--- config.mk ---
export PLATFORM = sky130hd
export DESIGN_NAME = jtag_tap
export DESIGN_NICKNAME = d
export VERILOG_FILES = /design/src/hw/pad_pkg.sv /design/src/hw/jtag_tap.sv
export SDC_FILE = /design/constraint.sdc
export NUM_CORES = 1
export LEC_CHECK = 0
export BUFFER_PORTS_ARGS = -buffer_cell sky130_fd_sc_hd__buf_2
export CORE_MARGIN = 2
export CORE_UTILIZATION = 45
export CTS_CLUSTER_SIZE = 24
export DETAILED_ROUTE_END_ITERATION = 12
export GPL_ROUTABILITY_DRIVEN = 0
export GPL_TIMING_DRIVEN = 0
export PLACE_DENSITY = 0.6
export RECOVER_POWER = 100
export SYNTH_ARGS = -nofsm -noshare
export SYNTH_HDL_FRONTEND = slang
export SYNTH_SLANG_ARGS = --single-unit
--- constraint.sdc ---
create_clock -name tck_i -period 2.93 [get_ports tck_i]
set_input_delay 0.879 -clock tck_i [delete_from_list [all_inputs] [get_ports tck_i]]
set_output_delay 0.879 -clock tck_i [all_outputs]
set_load 0.02 [all_outputs]
--- src/hw/pad_pkg.sv ---
// Shared constants for the pad ring and the JTAG TAPs; the STATUS layout assumes an 8 bit register
package pad_pkg;

    // TAP instruction register
    localparam int unsigned IR_WIDTH = 4;

    localparam logic [IR_WIDTH-1:0] INSTR_IDCODE = 4'h1;
    localparam logic [IR_WIDTH-1:0] INSTR_STATUS = 4'h2;
    // All ones, any other unknown code falls back to BYPASS as well
    localparam logic [IR_WIDTH-1:0] INSTR_BYPASS = 4'hF;

    // Identification codes, bit 0 is always set
    localparam logic [31:0] IDCODE_MAIN   = 32'h1001_00DB;
    localparam logic [31:0] IDCODE_SECURE = 32'h2002_00DB;

    // STATUS register
    // bit 0 bootmode, bit 1 bypass, bit 2 reset released, bit 3 TAP index
    // Bits 7..4 read as zero
    localparam int unsigned STATUS_WIDTH     = 8;
    localparam int unsigned STATUS_BOOTMODE  = 0;
    localparam int unsigned STATUS_BYPASS    = 1;
    localparam int unsigned STATUS_RST_DONE  = 2;
    localparam int unsigned STATUS_TAP_INDEX = 3;

    // Keeper selection for pad_cell
    localparam bit PULL_UP   = 1'b1;
    localparam bit PULL_DOWN = 1'b0;

endpackage
--- src/hw/jtag_tap.sv ---
// IEEE 1149.1 style TAP with IDCODE, BYPASS and STATUS only; unknown instructions act as BYPASS
`timescale 1ns/100ps

module jtag_tap
    import pad_pkg::*;
#(
    parameter logic [31:0] IDCODE_VAL = IDCODE_MAIN,
    parameter bit          TAP_INDEX  = 1'b0
) (
    input  logic                    tck_i,
    input  logic                    arst_n_i,
    input  logic                    tms_i,
    input  logic                    tdi_i,
    input  logic [STATUS_WIDTH-1:0] status_i,
    output logic                    tdo_o
);

    // Encoding follows the usual 1149.1 state numbering
    typedef enum logic [3:0] {
        TEST_LOGIC_RESET = 4'hF,
        RUN_TEST_IDLE    = 4'hC,
        SELECT_DR_SCAN   = 4'h7,
        CAPTURE_DR       = 4'h6,
        SHIFT_DR         = 4'h2,
        EXIT1_DR         = 4'h1,
        PAUSE_DR         = 4'h3,
        EXIT2_DR         = 4'h0,
        UPDATE_DR        = 4'h5,
        SELECT_IR_SCAN   = 4'h4,
        CAPTURE_IR       = 4'hE,
        SHIFT_IR         = 4'hA,
        EXIT1_IR         = 4'h9,
        PAUSE_IR         = 4'hB,
        EXIT2_IR         = 4'h8,
        UPDATE_IR        = 4'hD
    } tap_state_e;

    tap_state_e state_q;
    tap_state_e state_d;

    logic [IR_WIDTH-1:0]     ir_shift_q;
    logic [IR_WIDTH-1:0]     ir_q;
    logic [31:0]             idcode_q;
    logic                    bypass_q;
    logic [STATUS_WIDTH-1:0] status_q;
    logic [STATUS_WIDTH-1:0] status_cap;
    logic                    sel_idcode;
    logic                    sel_status;
    logic                    dr_bit;

    // Next state
    always_comb begin
        case (state_q)
            TEST_LOGIC_RESET: state_d = tms_i ? TEST_LOGIC_RESET : RUN_TEST_IDLE;
            RUN_TEST_IDLE:    state_d = tms_i ? SELECT_DR_SCAN   : RUN_TEST_IDLE;
            SELECT_DR_SCAN:   state_d = tms_i ? SELECT_IR_SCAN   : CAPTURE_DR;
            CAPTURE_DR:       state_d = tms_i ? EXIT1_DR         : SHIFT_DR;
            SHIFT_DR:         state_d = tms_i ? EXIT1_DR         : SHIFT_DR;
            EXIT1_DR:         state_d = tms_i ? UPDATE_DR        : PAUSE_DR;
            PAUSE_DR:         state_d = tms_i ? EXIT2_DR         : PAUSE_DR;
            EXIT2_DR:         state_d = tms_i ? UPDATE_DR        : SHIFT_DR;
            UPDATE_DR:        state_d = tms_i ? SELECT_DR_SCAN   : RUN_TEST_IDLE;
            SELECT_IR_SCAN:   state_d = tms_i ? TEST_LOGIC_RESET : CAPTURE_IR;
            CAPTURE_IR:       state_d = tms_i ? EXIT1_IR         : SHIFT_IR;
            SHIFT_IR:         state_d = tms_i ? EXIT1_IR         : SHIFT_IR;
            EXIT1_IR:         state_d = tms_i ? UPDATE_IR        : PAUSE_IR;
            PAUSE_IR:         state_d = tms_i ? EXIT2_IR         : PAUSE_IR;
            EXIT2_IR:         state_d = tms_i ? UPDATE_IR        : SHIFT_IR;
            UPDATE_IR:        state_d = tms_i ? SELECT_DR_SCAN   : RUN_TEST_IDLE;
            default:          state_d = TEST_LOGIC_RESET;
        endcase
    end

    // State and active instruction
    always_ff @(posedge tck_i or negedge arst_n_i) begin
        if (!arst_n_i) begin
            state_q <= TEST_LOGIC_RESET;
            ir_q    <= INSTR_IDCODE;
        end else begin
            state_q <= state_d;
            if (state_q == TEST_LOGIC_RESET) begin
                ir_q <= INSTR_IDCODE;
            end else if (state_q == UPDATE_IR) begin
                ir_q <= ir_shift_q;
            end
        end
    end

    // Anything not decoded here falls through to BYPASS
    assign sel_idcode = (ir_q == INSTR_IDCODE);
    assign sel_status = (ir_q == INSTR_STATUS);

    // Own index replaces bit 3 of the incoming level
    always_comb begin
        status_cap                   = status_i;
        status_cap[STATUS_TAP_INDEX] = TAP_INDEX;
    end

    // Shift paths, LSB leaves first and TDI enters at the top
    always_ff @(posedge tck_i) begin
        if (state_q == CAPTURE_IR) begin
            ir_shift_q <= {{(IR_WIDTH-2){1'b0}}, 2'b01};
        end else if (state_q == SHIFT_IR) begin
            ir_shift_q <= {tdi_i, ir_shift_q[IR_WIDTH-1:1]};
        end

        if (state_q == CAPTURE_DR) begin
            if (sel_idcode) begin
                idcode_q <= IDCODE_VAL;
            end else if (sel_status) begin
                status_q <= status_cap;
            end else begin
                bypass_q <= 1'b0;
            end
        end else if (state_q == SHIFT_DR) begin
            if (sel_idcode) begin
                idcode_q <= {tdi_i, idcode_q[31:1]};
            end else if (sel_status) begin
                status_q <= {tdi_i, status_q[STATUS_WIDTH-1:1]};
            end else begin
                bypass_q <= tdi_i;
            end
        end
    end

    always_comb begin
        if (sel_idcode) begin
            dr_bit = idcode_q[0];
        end else if (sel_status) begin
            dr_bit = status_q[0];
        end else begin
            dr_bit = bypass_q;
        end
    end

    // TDO is launched on the falling edge and idles low
    always_ff @(negedge tck_i or negedge arst_n_i) begin
        if (!arst_n_i) begin
            tdo_o <= 1'b0;
        end else if (state_q == SHIFT_IR) begin
            tdo_o <= ir_shift_q[0];
        end else if (state_q == SHIFT_DR) begin
            tdo_o <= dr_bit;
        end else begin
            tdo_o <= 1'b0;
        end
    end

endmodule

==> results.ini <==
[critical_path]
worst_ep_required_time_ps = 2050
path_cells = buf_6
crit_arrival_ps = 2280
cp_slowest_cell = dfrtn_1
critical_path_class = reg2out
path_delay_family = flip-flops
cp-start-kind = flop
max_stage_delay_ps = 410
path_buf_inv = 1
cp-end-kind = output port
crit_fanout = 1

[synthesis]
synth_cell_types = 27
syn_area_per_cell_um2 = 13.3
synth.cell_area_um2 = 2210
synth-seq-area-share_pct = 69.9
synth_top_area_cell = edfxtp_1
async_flop_share_pct = 16.7
yosysWarnings = 0
synth_area_leaders = edfxtp_1 56%, nor2b_1 7.7%, dfstp_2 6.0%
synthFlopType = edfxtp_1
synth_edf_count = 41
ys_ff_latch = 54
synth_fp_nets = 178
synthCells = 166
synth_top_area_share_pct = 55.8

[grt]
met1_usage_pct = 20.2
grt_max_degree = 18
antenna_found_initial = 0
grt-ovfl-total = 0
grt_pass1_wl_um = 5510
grt_pass1_vias = 1177
met2_usage_pct = 18.5
grtUsageMet3_pct = 3.66
top_usage_layer = met1
track_usage_pct = 13.6

[floorplanning]
pin_count = 13
die_x_um = 74.0
coreArea_um2 = 4720
die_area_um2 = 5480
die_h_um = 74.0
placementRows = 25
initial_utilization_pct = 46.7

[pwr]
ir_drop_mv = 0.355
finalPower_mw = 1.97
powerDensity_nw_per_um2 = 805
power_leakage_nw = 0.867

[routing]
post_drt_wl_per_cell_um = 13.3
drt-initial-drc-count = 48
vias = 1234
route.detailed.drc = 0
viasPerCell = 4.90
ant_nets = 0
dr.pass1.iters = 5
wirelength_um = 3360

[sta]
hold_viol = 0
worstMarginPinSlew_ps = 1060
rsz0062_at_grt = true
drv_slew = 0
skew_ps = 6.22
setup_viol = 2
final.setup.tns_ps = -333
fin_ws_ps = -229
slew_headroom_pct = 28.9

[placement]
post-place-ws_ps = 43.5
portBuffers = 11
dpl.cell_count = 245
dpl.hpwl_um = 2250

[layout]
area_growth_pct = 10.8
layout-drive-gt1-share_pct = 21.1
antenna_cells = 0
final_cells = 252
nets = 197
final_core_util_pct = 51.8
fill_cells = 410

[clocking]
clk_latency_ps = 290
htree_levels = 2
hold_buffers = 0
path_clk_slew_ps = 80
cts_buffers = 5
cts_sinks = 54
clockRootBuffer = clkbuf_8
cts_buffer_depth = 2
cts_tree = yes

[hold_path]
hold_class = reg2reg

[status]
status = complete, but fails checks
violations = setup timing

[flow_run]
maxCapViolations = 0

## state kept, by name, summed over array words and instances (netlist names)
name and count:
state_q 4, idcode_q 32, status_q 8, tdo_o 1, bypass_q 1, ir_shift_q 4, ir_q 4
## through the flow
stage / hold WS, ps / cell area, um2
after global placement: 470 / 2350
after floorplan: 447 / 2210
after detailed placement: 479 / 2360
after global routing: 524 / 2450
final: 492 / 2450
after CTS: 422 / 2470
## worst min-delay path, stage by stage (launching register included)
cell	delay (ps)
dfxtp_1	330
nand2_1	50
o21ai_0	60
## per-layer routing
layer  up-vias  share of wire (%)
li1        613                  -
met2        16                 43
met1       598                 52
met3         7                3.0
met4         0                1.9
met5         -                  0
## layout by cell type (no fill, tap or decap), drive strengths merged
cell,n
nand3,4
xor2,1
a21oi,3
clkbuf,14
bufinv,1
nand2b,8
nor2,8
dfxtp,4
clkinv,1
or2,9
mux2,6
nor2b,27
edfxtp,41
buf,11
nand2,15
a22o,1
inv,1
a21o,2
o2bb2ai,1
dfstp,5
and2,1
a22oi,1
nor4,3
dfrtp,3
dfrtn,1
o21ai,11
nor3b,2
## cell usage after synthesis (2+ instances only)
| cell | count |
|---|---|
| o21ai_0 | 11 |
| dfstp_2 | 5 |
| nand2_1 | 15 |
| a21oi_1 | 3 |
| dfrtp_1 | 3 |
| edfxtp_1 | 41 |
| buf_2 | 6 |
| nor4_1 | 3 |
| nand2b_1 | 8 |
| or2_2 | 9 |
| nor2b_1 | 27 |
| a21o_1 | 2 |
| mux2_2 | 6 |
| nand3_1 | 4 |
| dfxtp_1 | 4 |
| nor2_1 | 8 |
## power breakdown
part / switching [mW] / internal [mW]
logic: 0.272 / 0.180
registers: 0.0698 / 0.989
clock network: 0.212 / 0.247
total: 0.553 / 1.42
## cell type report
| type | count | area [um2] | area share [%] |
|---|---|---|---|
| clock buffers | 5 | 68.8 | 2.81 |
| multi-input cells | 103 | 617 | 25.2 |
| repair buffers | 12 | 65.1 | 2.66 |
| inverters | 1 | 3.75 | 0.153 |
| well taps | 67 | 83.8 | 3.43 |
| clock inverters | 2 | 33.8 | 1.38 |
| flip-flops and latches | 54 | 1540 | 63.1 |
| plain buffers | 8 | 31.3 | 1.28 |
## timing repair
item / in CTS / in global routing
resized for setup: 2 / 3
buffers inserted: 0 / 0
endpoints found under the setup margin: 1 / 2
hold endpoints to repair: 0 / 0
## path summary, 6_finish.rpt
kind / slack (ps) / cells after the start / to / from
setup / recovery: -230 / 1 / tdo_o / tdo_o
hold / removal: 490 / 2 / ir_shift_q[2] / ir_shift_q[2]
setup reg to reg: -100 / 5 / tdo_o / state_q[1]
hold reg to reg: 490 / 2 / ir_shift_q[2] / ir_shift_q[2]
max in group asynchronous: 700 / 1 / tdo_o / arst_n_i
min in group asynchronous: 520 / 1 / ir_q[1] / arst_n_i
## cells by family (layout without fill, tap and decap cells)
logic type,count (synthesis),in the layout,share of synthesized area [%]
AO/OA/AOI/OAI,19,19,4.99
XOR/XNOR,1,1,0.397
buffers and inverters,9,28,2.21
flip-flops,54,54,69.9
multiplexers,6,6,3.06
AND/OR/NAND/NOR,77,77,19.4
Note: power is estimated with default switching activity, not from simulation.
